$ cat config.mk
export PLATFORM = sky130hd
export DESIGN_NAME = per_req_register
export DESIGN_NICKNAME = d
export VERILOG_FILES = /design/src/verilog/lsu_pkg.sv /design/src/verilog/per_req_register.sv
export VERILOG_INCLUDE_DIRS = /design/src /design/src/verilog
export SDC_FILE = /design/constraint.sdc
export NUM_CORES = 1
export LEC_CHECK = 0
export BUFFER_PORTS_ARGS = -buffer_cell sky130_fd_sc_hd__buf_2
export CAP_MARGIN = 25
export CORE_MARGIN = 2
export CORE_UTILIZATION = 36
export CTS_CLUSTER_DIAMETER = 100
export DETAILED_ROUTE_END_ITERATION = 12
export MAX_ROUTING_LAYER = met4
export PLACE_DENSITY = 0.75
export SKIP_LAST_GASP = 1
export SYNTH_ARGS = -nofsm -noshare
export SYNTH_HDL_FRONTEND = slang
export SYNTH_SLANG_ARGS = --single-unit
$ cat constraint.sdc
create_clock -name clk -period 0.8 [get_ports clk]
set_clock_uncertainty 0.05 [all_clocks]
set_input_delay 0.12 -clock clk [delete_from_list [all_inputs] [get_ports clk]]
set_output_delay 0.12 -clock clk [all_outputs]
set_load 0.1 [all_outputs]
$ cat src/verilog/lsu_macros.svh
// address map and width constants for the load/store fabric
// include wherever port widths or register offsets are needed

`ifndef LSU_MACROS_SVH
`define LSU_MACROS_SVH

////////////////////
// bus widths
////////////////////

// byte address width, half memory and half peripherals
`define LSU_DAW 15
// data width and byte enable width
`define LSU_DDW 32
`define LSU_DBW (`LSU_DDW/8)
// memory word address, 4096 words
`define LSU_MAW 12

////////////////////
// address decode
////////////////////

// top address bit selects the peripheral region
`define LSU_RGN_BIT 14
// inside the peripheral region, set for the uart slot
`define LSU_PSEL_BIT 6

////////////////////
// gpio
////////////////////

`define LSU_GPIO_W 32
// register word indices
`define LSU_GPIO_OUT 0
`define LSU_GPIO_OEN 1
`define LSU_GPIO_IN  2

`endif

$ cat src/verilog/lsu_pkg.sv
// shared data types of the load/store fabric
// compile before any module of the fabric

`default_nettype none

`include "lsu_macros.svh"

package lsu_pkg;

  ////////////////////
  // bus words
  ////////////////////

  // one data word
  typedef logic [`LSU_DDW-1:0] data_t;

  // one enable per byte lane
  typedef logic [`LSU_DBW-1:0] ben_t;

  ////////////////////
  // byte address
  ////////////////////

  // same address word, seen from the memory side and the peripheral side
  typedef union packed {
    // memory view
    struct packed {
      logic                          rgn;
      logic [`LSU_MAW-1:0]           idx;
      logic [$clog2(`LSU_DBW)-1:0]   off;
    } mem;
    // peripheral view
    struct packed {
      logic                                   rgn;
      logic [`LSU_RGN_BIT-`LSU_PSEL_BIT-2:0]  rsv;
      logic                                   psel;
      logic [`LSU_PSEL_BIT-3:0]               idx;
      logic [$clog2(`LSU_DBW)-1:0]            off;
    } per;
  } lsu_adr_u;

endpackage : lsu_pkg

`default_nettype wire

$ cat src/verilog/per_req_register.sv
// request register between the one cycle bus and the zero delay
// peripheral bus, peripherals see each request one cycle late

`default_nettype none

`include "lsu_macros.svh"

module per_req_register (
  input  logic                 clk,
  input  logic                 rst_n,
  // request in
  input  logic                 pb_vld,
  input  logic                 pb_wen,
  input  logic [`LSU_DAW-1:0]  pb_adr,
  input  lsu_pkg::ben_t        pb_ben,
  input  lsu_pkg::data_t       pb_wdt,
  // request out
  output logic                 per_vld,
  output logic                 per_wen,
  output logic [`LSU_DAW-1:0]  per_adr,
  output lsu_pkg::ben_t        per_ben,
  output lsu_pkg::data_t       per_wdt
);

  ////////////////////
  // valid
  ////////////////////

  always_ff @(posedge clk) begin
    if (!rst_n) begin
      per_vld <= 1'b0;
    end else begin
      per_vld <= pb_vld;
    end
  end

  ////////////////////
  // payload
  ////////////////////

  // only load on a transfer, holds otherwise
  always_ff @(posedge clk) begin
    if (pb_vld) begin
      per_wen <= pb_wen;
      per_adr <= pb_adr;
      per_ben <= pb_ben;
      per_wdt <= pb_wdt;
    end
  end

endmodule : per_req_register

`default_nettype wire

==> impl_metrics.ini <==
[global_routing]
grt_pass1_vias = 1511
grt_max_degree = 29
grt.total_usage_pct = 25.7
grt_overflow = 0
antenna_found_initial = 0
grt_pass1_wl_um = 8590

[clock_tree]
cts_resized = 0
cts_tree = built
root_buffer = clkbuf_8
path_clk_slew_ns = 0.10
cts_sinks = 53
cts_setup_buffers = 0
cts_buffers = 5
clock_path_buffers = 2
ctsHtreeMaxLevel = 2

[pwr]
pwr-share-clk_pct = 23.1
p_seq_share_pct = 42.2
p_int_uw = 5380
pwr-share-comb_pct = 34.7
irDropWorstVdd_uv = 1950
p_per_area_nw_per_um2 = 2250
p_switching_uw = 2890
leakage_uw = 0.00153
power_switching_share_pct = 34.9

[place]
dp_hpwl_um = 3040
routabilityCongestion = 0.692
placedCellCount = 216
place_ws_ns = -0.0468
placed_area_um2 = 3030
portBuffers = 107

[synthesis]
yosysWarnings = 0
yosysSeqAreaShare_pct = 99.6
synth.avg_cell_area_um2 = 29.4
synthCells = 54
yosysTopAreaCellShare_pct = 98.3
synthTopCellsByArea = edfxtp_1 98%, dfxtp_1 1.3%, and2_1 0.39%
ys_types = 3
synth_nets = 109
netlist.top_cell.by_area = edfxtp_1
syn_area_um2 = 1590
synth_seq_cells = 53

[setup_path]
criticalPathCategory = reg -> out
critical_path.max_fanout = 1
cpPeakStageDelay_ns = 0.48
crit_path_start_kind = register
crit_required_ns = 0.63
crit_family = flip-flops
cp.arrival_ns = 1.01
path_buf_inv = 1
end_kind = primary output
crit_slowest_cell = edfxtp_1
path_cells = buf_12

[detailed_routing]
drc = 0
vias_per_cell = 4.49
routed_wl_um = 5670
firstDrtPassIters = 4
routedWlPerCell_um = 20.5
antenna_left = 0
drtIter0Drc = 142
vias = 1245

[sta]
setup_slack_ns = -0.381
fmax_mhz = 847
min_period_ns = 1.18
finalSetupViolCount = 53
worstMarginPinSlew_ns = 0.202
final.setup.tns_ns = -16.10
rsz0062_at_grt = yes
slew_headroom_pct = 86.6
maxSlewViolCount = 0
hold_viol_final = 0
hold_slack_ns = 0.245
finalCritPeriodShare_pct = 148

[floorplanning]
io_pins = 108
initial_core_util_pct = 37.0
row_count = 24
die_w_um = 70.4
coreArea_um2 = 4290
fp.dieH_um = 70.4
die_area_um2 = 4960

[final_layout]
final_layout_size_suffix_gt1_share_pct = 52.9
fillers = 169
area_growth_pct = 132
multiInputGateArea_um2 = 6.26
final_cells = 277
antenna_cells = 0
final_cell_area_um2 = 3680
seqCellArea_um2 = 1580
final_nets = 279

[flow_run]
max_cap_viol_count = 0

[worst_hold_path]
min_path_type = in -> reg

[outcome]
status = finished with violations
violations = setup timing
[repair_timing]
| action | in CTS | in global routing |
|---|---|---|
| hold buffers | 53 | 0 |
| setup endpoints to repair | 53 | 53 |
| hold endpoints to repair | 53 | 0 |
[routing by layer]
metal,vias to the layer above,share of wire (%),global-route usage [%]
met1,594,38,29.8
met4,0,1.9,8.55
met2,86,51,40.6
met3,11,9.6,10.7
met5,-,0,-
li1,554,-,-
[synthesized netlist by cell type]
cell	count
and2_1	1
edfxtp_1	52
dfxtp_1	1
[metrics by stage]
| step | util [%] | power [uW] |
|---|---|---|
| after global routing | 85.8 | 8480 |
| final | 85.8 | 8270 |
| after detailed placement | 70.6 | 6180 |
| after floorplan | - | 4980 |
| after CTS | 85.8 | 8230 |
| after global placement | 70.6 | 6140 |
[power by group through the flow]
stage | Combinational, uW | Clock [uW] | Sequential [uW]
6_report | 2870 | 1910 | 3490
4_1_cts | 2840 | 1900 | 3490
3_5_place_dp | 2640 | 0 | 3550
5_1_grt | 2920 | 2050 | 3510
2_1_floorplan | 1.60 | 0 | 4970
3_3_place_gp | 2610 | 0 | 3520
[layout by cell type (no fill, tap or decap)]
master and count:
and2_1 1, dfxtp_2 1, dlygate4sd3_1 53, bufinv_16 1, buf_4 1, edfxtp_1 52, clkbuf_8 6, clkinvlp_4 1
buf_12 55, buf_2 54
[registers in the layout, indices dropped and copies added, names as in the netlist]
register  cells
per_wen       1
per_adr      15
per_ben       4
per_vld       1
per_wdt      32
[cell families after synthesis]
logic type / Yosys count / synth area share (%)
DFF: 53 / 99.6
and+or+nand+nor: 1 / 0.394
[final timing paths]
check	from	end	slack (ns)	cells past startpoint
worst max-delay path	per_adr[13]$_DFFE_PP_	per_adr[13]	-0.38	1
worst min-delay path	pb_vld	per_adr[6]$_DFFE_PP_	0.24	2
[final cells by class]
type	instances	area share (%)
multi-input combinational	1	0.170
sequential	53	43.0
tap	52	1.77
timing repair buffer	163	51.8
clock buffer	6	2.24
clock inverter	2	1.02
Note: power is estimated with default switching activity, not from simulation.
