==> src/verilog/lsu_macros.svh <==
// address map and width constants for the load/store fabric
// include wherever port widths or register offsets are needed

`ifndef LSU_MACROS_SVH
`define LSU_MACROS_SVH

////////////////////
// bus widths
////////////////////

// byte address width, half memory and half peripherals
`define LSU_DAW 15
// data width and byte enable width
`define LSU_DDW 32
`define LSU_DBW (`LSU_DDW/8)
// memory word address, 4096 words
`define LSU_MAW 12

////////////////////
// address decode
////////////////////

// top address bit selects the peripheral region
`define LSU_RGN_BIT 14
// inside the peripheral region, set for the uart slot
`define LSU_PSEL_BIT 6

////////////////////
// gpio
////////////////////

`define LSU_GPIO_W 32
// register word indices
`define LSU_GPIO_OUT 0
`define LSU_GPIO_OEN 1
`define LSU_GPIO_IN  2

`endif

==> src/verilog/lsu_pkg.sv <==
// shared data types of the load/store fabric
// compile before any module of the fabric

`default_nettype none

`include "lsu_macros.svh"

package lsu_pkg;

  ////////////////////
  // bus words
  ////////////////////

  // one data word
  typedef logic [`LSU_DDW-1:0] data_t;

  // one enable per byte lane
  typedef logic [`LSU_DBW-1:0] ben_t;

  ////////////////////
  // byte address
  ////////////////////

  // same address word, seen from the memory side and the peripheral side
  typedef union packed {
    // memory view
    struct packed {
      logic                          rgn;
      logic [`LSU_MAW-1:0]           idx;
      logic [$clog2(`LSU_DBW)-1:0]   off;
    } mem;
    // peripheral view
    struct packed {
      logic                                   rgn;
      logic [`LSU_RGN_BIT-`LSU_PSEL_BIT-2:0]  rsv;
      logic                                   psel;
      logic [`LSU_PSEL_BIT-3:0]               idx;
      logic [$clog2(`LSU_DBW)-1:0]            off;
    } per;
  } lsu_adr_u;

endpackage : lsu_pkg

`default_nettype wire

==> src/verilog/gpio_ctrl.sv <==
// gpio controller on the zero delay peripheral bus
// output and enable registers plus synchronized pin input

`default_nettype none

`include "lsu_macros.svh"

module gpio_ctrl (
  input  logic                    clk,
  input  logic                    rst_n,
  // register bus, answers in the same cycle
  input  logic                    gpio_vld,
  input  logic                    gpio_wen,
  input  logic [3:0]              gpio_idx,
  input  lsu_pkg::ben_t           gpio_ben,
  input  lsu_pkg::data_t          gpio_wdt,
  output lsu_pkg::data_t          gpio_rdt,
  // pins
  output logic [`LSU_GPIO_W-1:0]  gpio_drive,
  output logic [`LSU_GPIO_W-1:0]  gpio_enable,
  input  logic [`LSU_GPIO_W-1:0]  gpio_pins
);

  import lsu_pkg::*;

  // merge enabled bytes of a bus write into a register
  function automatic logic [`LSU_GPIO_W-1:0] ben_merge(
    input logic [`LSU_GPIO_W-1:0] old_val,
    input data_t                  wdt,
    input ben_t                   ben
  );
    logic [`LSU_GPIO_W-1:0] res;
    res = old_val;
    for (int b = 0; b < `LSU_GPIO_W/8; b++) begin
      if (ben[b]) begin
        res[8*b +: 8] = wdt[8*b +: 8];
      end
    end
    return res;
  endfunction

  ////////////////////
  // output registers
  ////////////////////

  logic  wr;

  assign wr = gpio_vld & gpio_wen;

  always_ff @(posedge clk) begin
    if (!rst_n) begin
      gpio_drive  <= '0;
      gpio_enable <= '0;
    end else if (wr) begin
      // writes to IN and unmapped indices are dropped
      case (gpio_idx)
        `LSU_GPIO_OUT: gpio_drive  <= ben_merge(gpio_drive,  gpio_wdt, gpio_ben);
        `LSU_GPIO_OEN: gpio_enable <= ben_merge(gpio_enable, gpio_wdt, gpio_ben);
        default: ;
      endcase
    end
  end

  ////////////////////
  // input sync
  ////////////////////

  // two flops against metastability
  logic [`LSU_GPIO_W-1:0] pins_meta;
  logic [`LSU_GPIO_W-1:0] pins_sync;

  always_ff @(posedge clk) begin
    pins_meta <= gpio_pins;
    pins_sync <= pins_meta;
  end

  ////////////////////
  // read mux
  ////////////////////

  always_comb begin
    case (gpio_idx)
      `LSU_GPIO_OUT: gpio_rdt = gpio_drive;
      `LSU_GPIO_OEN: gpio_rdt = gpio_enable;
      `LSU_GPIO_IN:  gpio_rdt = pins_sync;
      // unmapped reads zero
      default:       gpio_rdt = '0;
    endcase
  end

  // write data must be driven by the master on every write
  assert property (@(posedge clk) disable iff (!rst_n) wr |-> !$isunknown(gpio_wdt));

endmodule : gpio_ctrl

`default_nettype wire

==> src/verilog/per_demux.sv <==
// peripheral region decode, gpio in the low half and the uart slot above it
// no uart is built, so that slot answers every access with an error

`default_nettype none

`include "lsu_macros.svh"

module per_demux (
  input  logic                    clk,
  input  logic                    rst_n,
  // zero delay peripheral bus
  input  logic                    per_vld,
  input  logic                    per_wen,
  input  logic [`LSU_DAW-1:0]     per_adr,
  input  lsu_pkg::ben_t           per_ben,
  input  lsu_pkg::data_t          per_wdt,
  output lsu_pkg::data_t          per_rdt,
  output logic                    per_err,
  // gpio pins
  output logic [`LSU_GPIO_W-1:0]  gpio_drive,
  output logic [`LSU_GPIO_W-1:0]  gpio_enable,
  input  logic [`LSU_GPIO_W-1:0]  gpio_pins,
  // uart line
  output logic                    uart_txd
);

  import lsu_pkg::*;

  ////////////////////
  // decode
  ////////////////////

  lsu_adr_u  adr;
  logic      sel_uart;
  logic      gpio_vld;
  data_t     gpio_rdt;

  assign adr      = per_adr;
  // offsets 0x40..0x7f go to the uart slot
  assign sel_uart = adr.per.psel;
  assign gpio_vld = per_vld & ~sel_uart;

  ////////////////////
  // gpio
  ////////////////////

  gpio_ctrl gpio_ctrl_i (
    .clk         (clk),
    .rst_n       (rst_n),
    .gpio_vld    (gpio_vld),
    .gpio_wen    (per_wen),
    .gpio_idx    (adr.per.idx),
    .gpio_ben    (per_ben),
    .gpio_wdt    (per_wdt),
    .gpio_rdt    (gpio_rdt),
    .gpio_drive  (gpio_drive),
    .gpio_enable (gpio_enable),
    .gpio_pins   (gpio_pins)
  );

  ////////////////////
  // response
  ////////////////////

  // uart slot reads zero and flags an error
  assign per_rdt = sel_uart ? '0 : gpio_rdt;
  assign per_err = per_vld & sel_uart;

  // serial line idle high
  assign uart_txd = 1'b1;

endmodule : per_demux

`default_nettype wire

==> config.mk <==
export PLATFORM = sky130hd
export DESIGN_NAME = per_demux
export DESIGN_NICKNAME = d
export VERILOG_FILES = /design/src/verilog/lsu_pkg.sv /design/src/verilog/gpio_ctrl.sv /design/src/verilog/per_demux.sv
export VERILOG_INCLUDE_DIRS = /design/src /design/src/verilog
export SDC_FILE = /design/constraint.sdc
export NUM_CORES = 1
export LEC_CHECK = 0
export BUFFER_PORTS_ARGS = -buffer_cell sky130_fd_sc_hd__buf_2
export CAP_MARGIN = 0
export CORE_MARGIN = 10
export CORE_UTILIZATION = 48
export DETAILED_ROUTE_END_ITERATION = 12
export MAX_ROUTING_LAYER = met4
export PLACE_DENSITY = 0.79
export SLEW_MARGIN = 20
export SYNTH_ARGS = -nofsm -noshare
export SYNTH_HDL_FRONTEND = slang
export SYNTH_SLANG_ARGS = --single-unit
==> constraint.sdc <==
create_clock -name clk -period 2.4 [get_ports clk]
set_clock_uncertainty 0.2 [all_clocks]
set_input_delay 0.48 -clock clk [delete_from_list [all_inputs] [get_ports clk]]
set_output_delay 0.48 -clock clk [all_outputs]
set_load 0.02 [all_outputs]
==> out/results.ini <==
[sta]
max_clock_freq_ghz = 0.4170
fin_ws_ns = 0.002126
setup_viol = 0
finalHoldViolations = 0
worstMarginPinSlew_ns = 0.5393
rsz0062_at_grt = yes
final.period_utilization = 0.9991
finalCriticalPeriod_ns = 2.398
slew_violations = 0
slew_headroom = 0.6405

[detailed_routing]
wl_per_cell_um = 20.33
vias = 4173
drc = 0
wl_mm = 16.12
ant_nets = 0
via_per_inst = 5.262
dr.pass1.iters = 7
drt_iter0_drc = 385

[place]
post-place-cells = 721
placed_area_um2 = 5727
post-dp-hpwl_mm = 10.52
io_buffers = 173
place_ws_ns = -0.3613
globalplace.congestion = 0.8050

[synth]
syn_area_um2 = 4624
yosysWarnings = 0
synth.distinct_cells = 25
syn_area_per_cell_um2 = 10.88
synth_cells = 425
synth_nets = 512
async_flop_share = 0
synth_ff_type = dfxtp_1
ys_seq_area_frac = 0.5541
ys_seq_elements = 128
synth-edff-count = 0

[min_path]
holdPathStages = 3
min_to = gpio_ctrl_i.gpio_drive[13]$_SDFFE_PN0P_
hp-start = per_wdt[13]
hold_path_class = in -> reg

[grt]
grt_antenna_before_repair = 1
grt_max_degree = 97
grt_usage = 0.2270
gr-total-overflow = 0
grt_pass1_wl_mm = 24.79
grt_pass1_vias = 4524

[floorplan]
fp-row-count = 35
die-area_um2 = 13960
initial_core_util = 0.4958
die_h_um = 118.2
dieWidth_um = 118.2
pin_count = 185
core_area_um2 = 9328

[finish]
layout-drive-gt1-share = 0.4570
final_cell_area_um2 = 7126
layout_common_cells = buf_2, dfxtp_1, nand2_1
final_common_cell = buf_2
syn2layout_area_growth_pct = 54.09
layout.nets = 737
finalNonFillerCells = 793
fillers = 590

[pwr]
p_total_mw = 5.012
vdd_drop_max_mv = 0.5035
leakage_nw = 3.161
power.density_nw_per_um2 = 703.4

[setup_path]
setup.worst_path.start_class = input pin
rr_endpoint = gpio_ctrl_i.gpio_enable[30]$_SDFFE_PN0P_
timing_worst_setup_path_type = in -> out
worstReg2RegStart = gpio_ctrl_i.gpio_enable[30]$_SDFFE_PN0P_
required_ns = 1.72
crit_path_max_fanout = 8
critPathCaptureType = primary output
r2r_setup_slack_ns = 1.48
worstPathArrival_ns = 1.72
rr_worst_depth = 2

[clock_network]
cts_buffers = 17
clkLatencyLatePin_ns = 0.50
h-tree-depth = 4
cts_tree = yes
cts_root_buf = clkbuf_8
clock-sinks = 128
clkTransAtPathRegs_ns = 0.06
cts_buffer_depth = 2

[run]
drv_cap = 0

[status]
status = completed

==> logic make-up (layout without fill, tap and decap cells) <==
| logic type | count (synthesis) | after routing | share of synthesized area |
|---|---|---|---|
| and+or+nand+nor | 150 | 150 | 0.1645 |
| AOI/OAI and AO/OA | 33 | 33 | 0.06034 |
| buffers and inverters | 28 | 266 | 0.03057 |
| other | 1 | 2 | 0.0008109 |
| DFF | 128 | 128 | 0.5541 |
| muxes | 85 | 85 | 0.1897 |
==> area by class of cell <==
| cell class | count | area [µm²] | area share |
|---|---|---|---|
| clock inverters | 14 | 153.9 | 0.02160 |
| diodes | 1 | 2.502 | 0.0003512 |
| clock buffers | 18 | 417.9 | 0.05865 |
| flip-flops and latches | 128 | 2562 | 0.3596 |
| multi-input cells | 269 | 2156 | 0.3025 |
| repair buffers | 234 | 1672 | 0.2346 |
| well taps | 129 | 161.4 | 0.02265 |
==> how the worst max path moves through the flow <==
stage | from | endpoint | slack (ns)
after global routing | per_adr[5] | per_rdt[2] | -0.06
final | per_adr[5] | per_rdt[10] | 0.002
after CTS | per_adr[3] | per_rdt[16] | -0.05
after floorplan | per_adr[2] | per_rdt[14] | 0.03
after global placement | per_adr[3] | per_rdt[7] | -0.28
after detailed placement | per_adr[3] | per_rdt[7] | -0.36
==> critical path, cell delays in order <==
cell     delay (ns)
buf_4          0.17
nor4b_2        0.43
buf_4          0.26
a22oi_1        0.13
nor2_4         0.13
buf_6          0.12
==> stage by stage <==
stage / TNS [ns] / utilization / hold WS, ns
2_1_floorplan: 0 / - / 0.1096
3_3_place_gp: -4.655 / 0.6140 / 0.1108
3_5_place_dp: -7.089 / 0.6140 / 0.1121
4_1_cts: -1.138 / 0.7532 / 0.03688
5_1_grt: -0.2633 / 0.7639 / 0.05051
6_report: 0 / 0.7639 / 0.05503
==> cells in the mapped netlist (2+ instances only) <==
library cell | count | area, µm²
nand4b_1 | 4 | 35.03
buf_6 | 4 | 45.04
a222oi_1 | 11 | 110.1
buf_2 | 2 | 10.01
clkbuf_1 | 19 | 71.32
nor2_8 | 8 | 160.2
buf_1 | 2 | 7.510
a22oi_1 | 21 | 157.7
dfxtp_1 | 128 | 2562
nand2_1 | 96 | 360.4
nor2_1 | 32 | 120.1
nor2b_1 | 2 | 12.51
mux2_2 | 21 | 236.5
mux2i_1 | 64 | 640.6
==> flip-flops by register name, summed over array words and instances (netlist names) <==
register and cells:
gpio_ctrl_i.pins_sync 32, gpio_ctrl_i.gpio_drive 32, gpio_ctrl_i.pins_meta 32, gpio_ctrl_i.gpio_enable 32
==> where the power goes <==
group | leakage [nW] | internal (mW) | switching, mW
Combinational | 1.83 | 0.168 | 0.178
Sequential | 1.06 | 2.19 | 0.0185
Clock | 0.273 | 1.49 | 0.973
Total | 3.16 | 3.84 | 1.17
==> per-layer routing <==
layer	vias to the layer above	GRT usage	wire, µm
met4	0	0.08578	466
met2	179	0.3992	8481
met3	33	0.05093	946
li1	1925	-	-
met5	-	-	0
met1	2036	0.2434	6228
==> what timing repair did <==
| action | CTS | global route |
|---|---|---|
| buffers inserted | 7 | 1 |
| pin swaps | 12 | 3 |
| setup endpoints to repair | 32 | 32 |
| resized for setup | 105 | 29 |
| gates cloned | 1 | 0 |
| hold buffers | 32 | 0 |
| hold endpoints to repair | 32 | 0 |
Note: power is estimated with default switching activity, not from simulation.
