### src/verilog/lsu_macros.svh
// address map and width constants for the load/store fabric
// include wherever port widths or register offsets are needed

`ifndef LSU_MACROS_SVH
`define LSU_MACROS_SVH

////////////////////
// bus widths
////////////////////

// byte address width, half memory and half peripherals
`define LSU_DAW 15
// data width and byte enable width
`define LSU_DDW 32
`define LSU_DBW (`LSU_DDW/8)
// memory word address, 4096 words
`define LSU_MAW 12

////////////////////
// address decode
////////////////////

// top address bit selects the peripheral region
`define LSU_RGN_BIT 14
// inside the peripheral region, set for the uart slot
`define LSU_PSEL_BIT 6

////////////////////
// gpio
////////////////////

`define LSU_GPIO_W 32
// register word indices
`define LSU_GPIO_OUT 0
`define LSU_GPIO_OEN 1
`define LSU_GPIO_IN  2

`endif

### src/verilog/lsu_pkg.sv
// shared data types of the load/store fabric
// compile before any module of the fabric

`default_nettype none

`include "lsu_macros.svh"

package lsu_pkg;

  ////////////////////
  // bus words
  ////////////////////

  // one data word
  typedef logic [`LSU_DDW-1:0] data_t;

  // one enable per byte lane
  typedef logic [`LSU_DBW-1:0] ben_t;

  ////////////////////
  // byte address
  ////////////////////

  // same address word, seen from the memory side and the peripheral side
  typedef union packed {
    // memory view
    struct packed {
      logic                          rgn;
      logic [`LSU_MAW-1:0]           idx;
      logic [$clog2(`LSU_DBW)-1:0]   off;
    } mem;
    // peripheral view
    struct packed {
      logic                                   rgn;
      logic [`LSU_RGN_BIT-`LSU_PSEL_BIT-2:0]  rsv;
      logic                                   psel;
      logic [`LSU_PSEL_BIT-3:0]               idx;
      logic [$clog2(`LSU_DBW)-1:0]            off;
    } per;
  } lsu_adr_u;

endpackage : lsu_pkg

`default_nettype wire

### src/verilog/lsu_demux.sv
// splits the load/store bus into data memory and peripheral region
// and picks the matching response one cycle after the request

`default_nettype none

`include "lsu_macros.svh"

module lsu_demux (
  input  logic                 clk,
  input  logic                 rst_n,
  // load/store bus from the master
  input  logic                 bus_vld,
  input  logic                 bus_wen,
  input  logic [`LSU_DAW-1:0]  bus_adr,
  input  lsu_pkg::ben_t        bus_ben,
  input  lsu_pkg::data_t       bus_wdt,
  output lsu_pkg::data_t       bus_rdt,
  output logic                 bus_err,
  // data memory
  output logic                 mem_vld,
  output logic                 mem_wen,
  output logic [`LSU_MAW-1:0]  mem_adr,
  output lsu_pkg::ben_t        mem_ben,
  output lsu_pkg::data_t       mem_wdt,
  input  lsu_pkg::data_t       mem_rdt,
  // peripheral region
  output logic                 pb_vld,
  output logic                 pb_wen,
  output logic [`LSU_DAW-1:0]  pb_adr,
  output lsu_pkg::ben_t        pb_ben,
  output lsu_pkg::data_t       pb_wdt,
  input  lsu_pkg::data_t       per_rdt,
  input  logic                 per_err
);

  import lsu_pkg::*;

  ////////////////////
  // request decode
  ////////////////////

  lsu_adr_u  adr;
  logic      sel_per;

  assign adr     = bus_adr;
  // region bit, high half is peripherals
  assign sel_per = adr.mem.rgn;

  // memory gets the word index only
  assign mem_vld = bus_vld & ~sel_per;
  assign mem_wen = bus_wen;
  assign mem_adr = adr.mem.idx;
  assign mem_ben = bus_ben;
  assign mem_wdt = bus_wdt;

  // peripherals keep the full byte address
  assign pb_vld  = bus_vld & sel_per;
  assign pb_wen  = bus_wen;
  assign pb_adr  = bus_adr;
  assign pb_ben  = bus_ben;
  assign pb_wdt  = bus_wdt;

  ////////////////////
  // response select
  ////////////////////

  // which side owns the response in the next cycle
  logic  rsp_vld;
  logic  rsp_per;

  always_ff @(posedge clk) begin
    if (!rst_n) begin
      rsp_vld <= 1'b0;
      rsp_per <= 1'b0;
    end else begin
      rsp_vld <= bus_vld;
      // hold the last owner while idle
      if (bus_vld) begin
        rsp_per <= sel_per;
      end
    end
  end

  assign bus_rdt = rsp_per ? per_rdt : mem_rdt;
  // memory never errors, idle cycles show no error
  assign bus_err = rsp_vld & rsp_per & per_err;

  ////////////////////
  // checks
  ////////////////////

  // one target per transfer
  assert property (@(posedge clk) disable iff (!rst_n) !(mem_vld && pb_vld));

  // an error seen here always belongs to a peripheral request one cycle back
  assert property (@(posedge clk) disable iff (!rst_n) per_err |-> rsp_vld && rsp_per);

endmodule : lsu_demux

`default_nettype wire

### config.mk
export PLATFORM = sky130hd
export DESIGN_NAME = lsu_demux
export DESIGN_NICKNAME = d
export VERILOG_FILES = /design/src/verilog/lsu_pkg.sv /design/src/verilog/lsu_demux.sv
export VERILOG_INCLUDE_DIRS = /design/src /design/src/verilog
export SDC_FILE = /design/constraint.sdc
export NUM_CORES = 1
export LEC_CHECK = 0
export BUFFER_PORTS_ARGS = -buffer_cell sky130_fd_sc_hd__buf_4
export CAP_MARGIN = 30
export CORE_AREA = 2 2 99 101
export DETAILED_ROUTE_END_ITERATION = 16
export DIE_AREA = 0 0 101 103
export SLEW_MARGIN = 20
export SYNTH_ARGS = -nofsm -noshare
export SYNTH_HDL_FRONTEND = slang
export SYNTH_SLANG_ARGS = --single-unit
### constraint.sdc
create_clock -name clk -period 3 [get_ports clk]
set_clock_uncertainty 0.1 [all_clocks]
set_input_delay 0.15 -clock clk [delete_from_list [all_inputs] [get_ports clk]]
set_output_delay 0.15 -clock clk [all_outputs]
set_load 0.05 [all_outputs]
==> results of run 1 <==
## registers in the layout, indices dropped and copies added (netlist names)
register / count
rsp_per: 1
rsp_vld: 1
## cell families after synthesis
family          count (synthesis)  share of synthesized area [%]
buf+inv                       105                           60.2
simple gates                    5                           2.27
flops                           2                           2.91
compound gates                  1                          0.545
mux                            32                           34.1
## path summary, 6_finish.rpt
kind / from / endpoint / slack, ns / cells after the start
worst max register to register: rsp_per / rsp_per / 1.58 / 3
worst max-delay path: rsp_per / bus_rdt[31] / 0.93 / 3
worst min register to register: rsp_per / rsp_per / 0.99 / 3
worst min-delay path: rst_n / rsp_per / 0.07 / 2
## final cells by class
| class | count | area share, % |
|---|---|---|
| repair buffers | 106 | 52.0 |
| clock buffers | 3 | 2.70 |
| multi-input cells | 38 | 33.2 |
| flip-flops and latches | 2 | 2.70 |
| well taps | 114 | 9.33 |
## layout by cell type, fill, tap and decap left out, drive strengths merged
master,count
buf,106
mux2,32
and3,1
dfxtp,2
o21a,1
nor2b,2
and2,2
clkbuf,3
## worst reg2reg max path, stage by stage, from the launching register on
cell and delay (ns):
dfxtp_2 0.73, buf_4 0.28, nor2b_1 0.14, o21a_1 0.11
## per-stage QoR
step | utilization, % | total power [uW] | instance area, um2 | cells
after global placement | 15.7 | 360 | 1490 | 260
after global routing | 16.2 | 485 | 1530 | 263
after floorplan | - | 605 | 1380 | 145
after CTS | 16.2 | 472 | 1530 | 263
after detailed placement | 15.7 | 363 | 1490 | 260
final | 16.2 | 463 | 1530 | 263
## power by group through the flow
stage	clock network, uW	registers (uW)	logic (uW)
global route	112	36.3	337
detailed placement	0	36.5	326
floorplan	0	28.9	576
finish	104	35.7	323
global placement	0	36.2	324
CTS	109	36.2	327
## metal layers
metal	track usage, %	share of wire (%)	wire length, um	up-vias
li1	-	-	-	374
met1	4.23	30	870	345
met2	6.97	45	1270	76
met3	3.73	21	594	27
met4	3.64	4.1	117	0
met5	0	0	0	-
==> summary.md, run 1 <==
| Metric | Value |
|---|---|
| Synth warn | 0 |
| Sum Neg Setup Slack | 0 ns |
| Hold Crit Class | input port to flop |
| Hold buffer count at cts | 0 |
| Worst-skew pair later-pin latency | 0.21 ns |
| Antenna Nets Post-Route | 0 |
| Min Tclk post-route | 2.07 ns |
| DRT iter0 DRCs | 11 |
| Main synth FF type | dfxtp_1 |
| First-pass GRT wire length | 3670 um |
| CTS H-tree lvls | 1 |
| FF+latch count, synth | 2 |
| Hold_ws | 0.0665 ns |
| # setup viols final | 0 |
| Mean Syn Cell Area | 9.50 um2 |
| CP startpoint kind | flop |
| WS Path Type | flop to primary output |
| Ports | 256 |
| Number of global-route vias before repair | 779 |
| GR Util All Layers | 4.68% |
| Wire per inst | 10.9 um |
| Fin worst setup slack | 0.926 ns |
| Via/cell ratio | 3.13 |
| WP data required | 2.75 ns |
| Core Rows | 36 |
| Clock root cell | clkbuf_8 |
| Clock transition at the registers of the reported paths | 0.03 ns |
| Post-synth ARST share | 0% |
| Post-synth top cells | 101 x buf_4, 29 x mux2_4, 3 x buf_12, 3 x mux2_2 |
| Synth top area share | 55.0% |
| Net count after synthesis | 265 |
| Critical Path AT | 1.82 ns |
| Post-Syn Instances | 145 |
| Leak | 0.000788 uW |
| FF/Latch Area | 41.3 um2 |
| Switching fraction of total power | 42.7% |
| TritonRoute pass-1 iters | 2 |
| Top Family by Delay on Critical Path | flip-flops |
| Routed WL | 2860 um |
| Combinational power share | 69.8% |
| Number of synthesized flops with an enable pin | 0 |
| Post-Place Worst Slack | 1.11 ns |
| Die X | 101 um |
| CTS tree | built |
| Vias | 822 |
| Top post-synthesis cells by area | buf_4 55%, mux2_4 32%, buf_12 4.4% |
| Maximum number of pins on one net before global-route repair | 21 |
| Worst Setup End Kind | primary output |
| Period Utilization, post-route | 69.1% |
| Unique masters post-synth | 10 |
| Fillers | 1,053 |
| Clk pwr share | 22.5% |
| Clock sink total | 2 |
| Die Y-Extent | 103 um |
| Max-Slew Margin vs Limit | 57.1% |
| Maximum VDD drop | 0.0692 mV |
| Clock Path Buffers | 2 |
| CP Buf/Inv Count | 2 |
| Synth-to-Final Area Change | 11.0% |
| Cell taking the most area after synthesis | buf_4 |
| Antenna violations before repair | 0 |
| Core Box Area | 9460 um2 |
| P per Cell Area | 303 nW/um2 |
| Fmax | 482 MHz |
| Final Max Slew Viols | 0 |
| Post-cts resize count | 0 |
| CP cell instances | buf_4 -> mux2_2 -> buf_4 |
| Dpl hpwl | 2480 um |
| Post-CTS Setup Bufs | 0 |
| Most frequent cell after synthesis | buf_4 |
| Slowest cell delay on critical path | 0.73 ns |
| Maxcap violations | 0 |
| Gpl congestion | 0.610 |
| PortBufs | 104 |
| Slew @ Worst Pin | 0.643 ns |
| Gr ovfl total | 0 |
| Post-route DRC | 0 |
| NumNets Final | 271 |
| Ant. Diodes | 0 |
| Reg power frac | 7.7% |
| Critical-path top delay cell | dfxtp_2 |
| Share of cells above drive strength 1 | 95.3% |
| TritonCTS buffer count | 3 |
| Final Hold Fails | 0 |
| Die area | 10,400 um2 |
| Multi-input logic area | 508 um2 |
| Status | finished, final reports clean |
| Seq/Total Area, Yosys | 2.91% |
| Power Internal | 265 uW |
| Sw power | 198 uW |
| Initial core utilization | 14.6% |
| RSZ-0062 raised after global routing | no |
| Synthesized cell area | 1380 um2 |
| Top cell by count, worst path | buf_4 |
| Max FO, Critical Path | 20 |
(Power assumes the default switching activity.)
==> run 2: changes to the inputs <==
==> constraint.sdc (replaced) <==
create_clock -name clk -period 2.1 [get_ports clk]
set_clock_uncertainty 0.1 [all_clocks]
set_input_delay 0.105 -clock clk [delete_from_list [all_inputs] [get_ports clk]]
set_output_delay 0.105 -clock clk [all_outputs]
set_load 0.05 [all_outputs]
==> run 2 against run 1 <==
Net effect:
- global-route usage grew 0.35 points
- wire length is 4.2% higher
- combinational power up 46%
- clock power grew 42%
- sequential power grew 24%
- power grew 43%
- register-to-register slack worse by 0.37 ns
- largest power group unchanged
==> summary.md, run 2 (synthesis gave the netlist of run 1 again) <==
| Metric | Value |
|---|---|
| Cell area after layout | 1530 um2 |
| Reg-to-reg endpoint | rsp_per |
| Antenna Nets Post-Route | 0 |
| Share of cells above drive strength 1 | 95.3% |
| Fillers | 1,057 |
| Die X | 101 um |
| Post-CTS Setup Bufs | 0 |
| Die area | 10,400 um2 |
| Reg2reg start | rsp_per |
| GR Util All Layers | 5.03% |
| Reg power frac | 6.6% |
| Fmax | 595 MHz |
| # setup viols final | 0 |
| Hold Crit Class | input port to flop |
| Sum Neg Setup Slack | 0 ns |
| Final Hold Fails | 0 |
| Initial core utilization | 14.6% |
| Maximum number of pins on one net before global-route repair | 29 |
| Number of global-route vias before repair | 816 |
| Vias | 822 |
| Most frequent cells in the layout | 104 x buf_4, 29 x mux2_4, 3 x mux2_2, 3 x clkbuf_8 |
| CTS tree | built |
| Post-route DRC | 0 |
| Min Tclk post-route | 1.68 ns |
| Power Internal | 380 uW |
| Max-Slew Margin vs Limit | 85.6% |
| Max FO, Critical Path | 28 |
| Sw power | 283 uW |
| Fin worst setup slack | 0.419 ns |
| Clock transition at the registers of the reported paths | 0.03 ns |
| Clock root cell | clkbuf_8 |
| Top Registers | rsp_per (1), rsp_vld (1) |
| PortBufs | 104 |
| Multi-input logic area | 508 um2 |
| Maximum VDD drop | 0.149 mV |
| DRT iter0 DRCs | 15 |
| Register-to-Register Path Depth | 2 |
| Post-Place Worst Slack | 0.637 ns |
| Clock Path Buffers | 2 |
| Switching fraction of total power | 42.7% |
| Wire per inst | 11.4 um |
| Total Power | 664 uW |
| Slew @ Worst Pin | 0.216 ns |
| Core Box Area | 9460 um2 |
| Hold Path Origin | rst_n |
| FF/Latch Area | 41.3 um2 |
| Final Max Slew Viols | 0 |
| Placement Cell Area | 1490 um2 |
| Worst Setup SP | rsp_per |
| Synth-to-Final Area Change | 11.4% |
| R2R setup slack | 1.21 ns |
| RSZ-0062 raised after global routing | no |
| Final core utilization | 16.2% |
| Status | finished, final reports clean |
| WP data required | 1.89 ns |
| Gr ovfl total | 0 |
| WS Path Type | flop to primary output |
| Commonest non-fill, non-tap cell in the layout | buf_4 |
| Hold Path End | rsp_per |
| Clock sink total | 2 |
| Leak | 0.000786 uW |
| Via/cell ratio | 3.14 |
| Cell depth of the worst min-delay path | 2 |
| Ant. Diodes | 0 |
| Combinational power share | 71.0% |
| P per Cell Area | 433 nW/um2 |
| First-pass GRT wire length | 3880 um |
| Core Rows | 36 |
| Maxcap violations | 0 |
| CTS H-tree lvls | 1 |
| Worst Setup End Kind | primary output |
| CP startpoint kind | flop |
| TritonCTS buffer count | 3 |
| Die Y-Extent | 103 um |
| Ports | 256 |
| Worst-skew pair later-pin latency | 0.21 ns |
| Routed WL | 2980 um |
| NumNets Final | 270 |
| Hold buffer count at cts | 0 |
| Gpl congestion | 0.604 |
| Antenna violations before repair | 0 |
| Post-cts resize count | 0 |
| Clk pwr share | 22.4% |
| Critical Path AT | 1.48 ns |
| Period Utilization, post-route | 80.1% |
| TritonRoute pass-1 iters | 4 |
-- run 2: cell count changes in the layout (fill, tap and decap cells not counted) --
cell,previous run,this run
buf_4,106,104
buf_12,0,1
-- run 2: routing by layer --
layer	share of wire, %	wire (um)	vias to the layer above	GRT usage, %
met5	0	0	-	0
met4	4.6	136	0	4.26
met3	21	612	27	3.86
met2	45	1340	79	8.15
met1	30	891	345	3.99
li1	-	-	371	-
-- run 2: cell type report --
cell class              instances  share of cell area [%]
repair buffers                105                    52.2
multi-input cells              38                    33.1
well taps                     114                    9.30
flip-flops and latches          2                    2.69
clock buffers                   3                    2.69
-- run 2: worst max-delay path: stages, from the launching register on --
cell     delay (ns)
dfxtp_2        0.43
buf_12         0.25
mux2_2         0.37
buf_4          0.19
-- run 2: power by group through the flow --
stage               registers, uW  logic, uW  clock network [uW]
finish                       44.1        471                 148
global route                 44.7        492                 159
CTS                          44.3        476                 153
detailed placement           44.7        476                   0
global placement             44.3        471                   0
floorplan                    41.3        823                   0
-- run 2: metrics by stage --
stage          cells  hold WS (ns)
2_1_floorplan    145         0.123
3_3_place_gp     259         0.110
3_5_place_dp     259         0.110
4_1_cts          262        0.0220
5_1_grt          262        0.0468
6_report         262        0.0200
-- run 2: worst max path at each step --
| stage | endpoint | slack, ns | cells after the start |
|---|---|---|---|
| 3_5_place_dp | bus_rdt[31] | 0.64 | 3 |
| 6_report | bus_rdt[31] | 0.42 | 3 |
| 3_3_place_gp | bus_rdt[31] | 0.66 | 3 |
| 4_1_cts | bus_rdt[31] | 0.41 | 3 |
| 2_1_floorplan | bus_err | 0.86 | 3 |
| 5_1_grt | bus_rdt[29] | 0.37 | 3 |
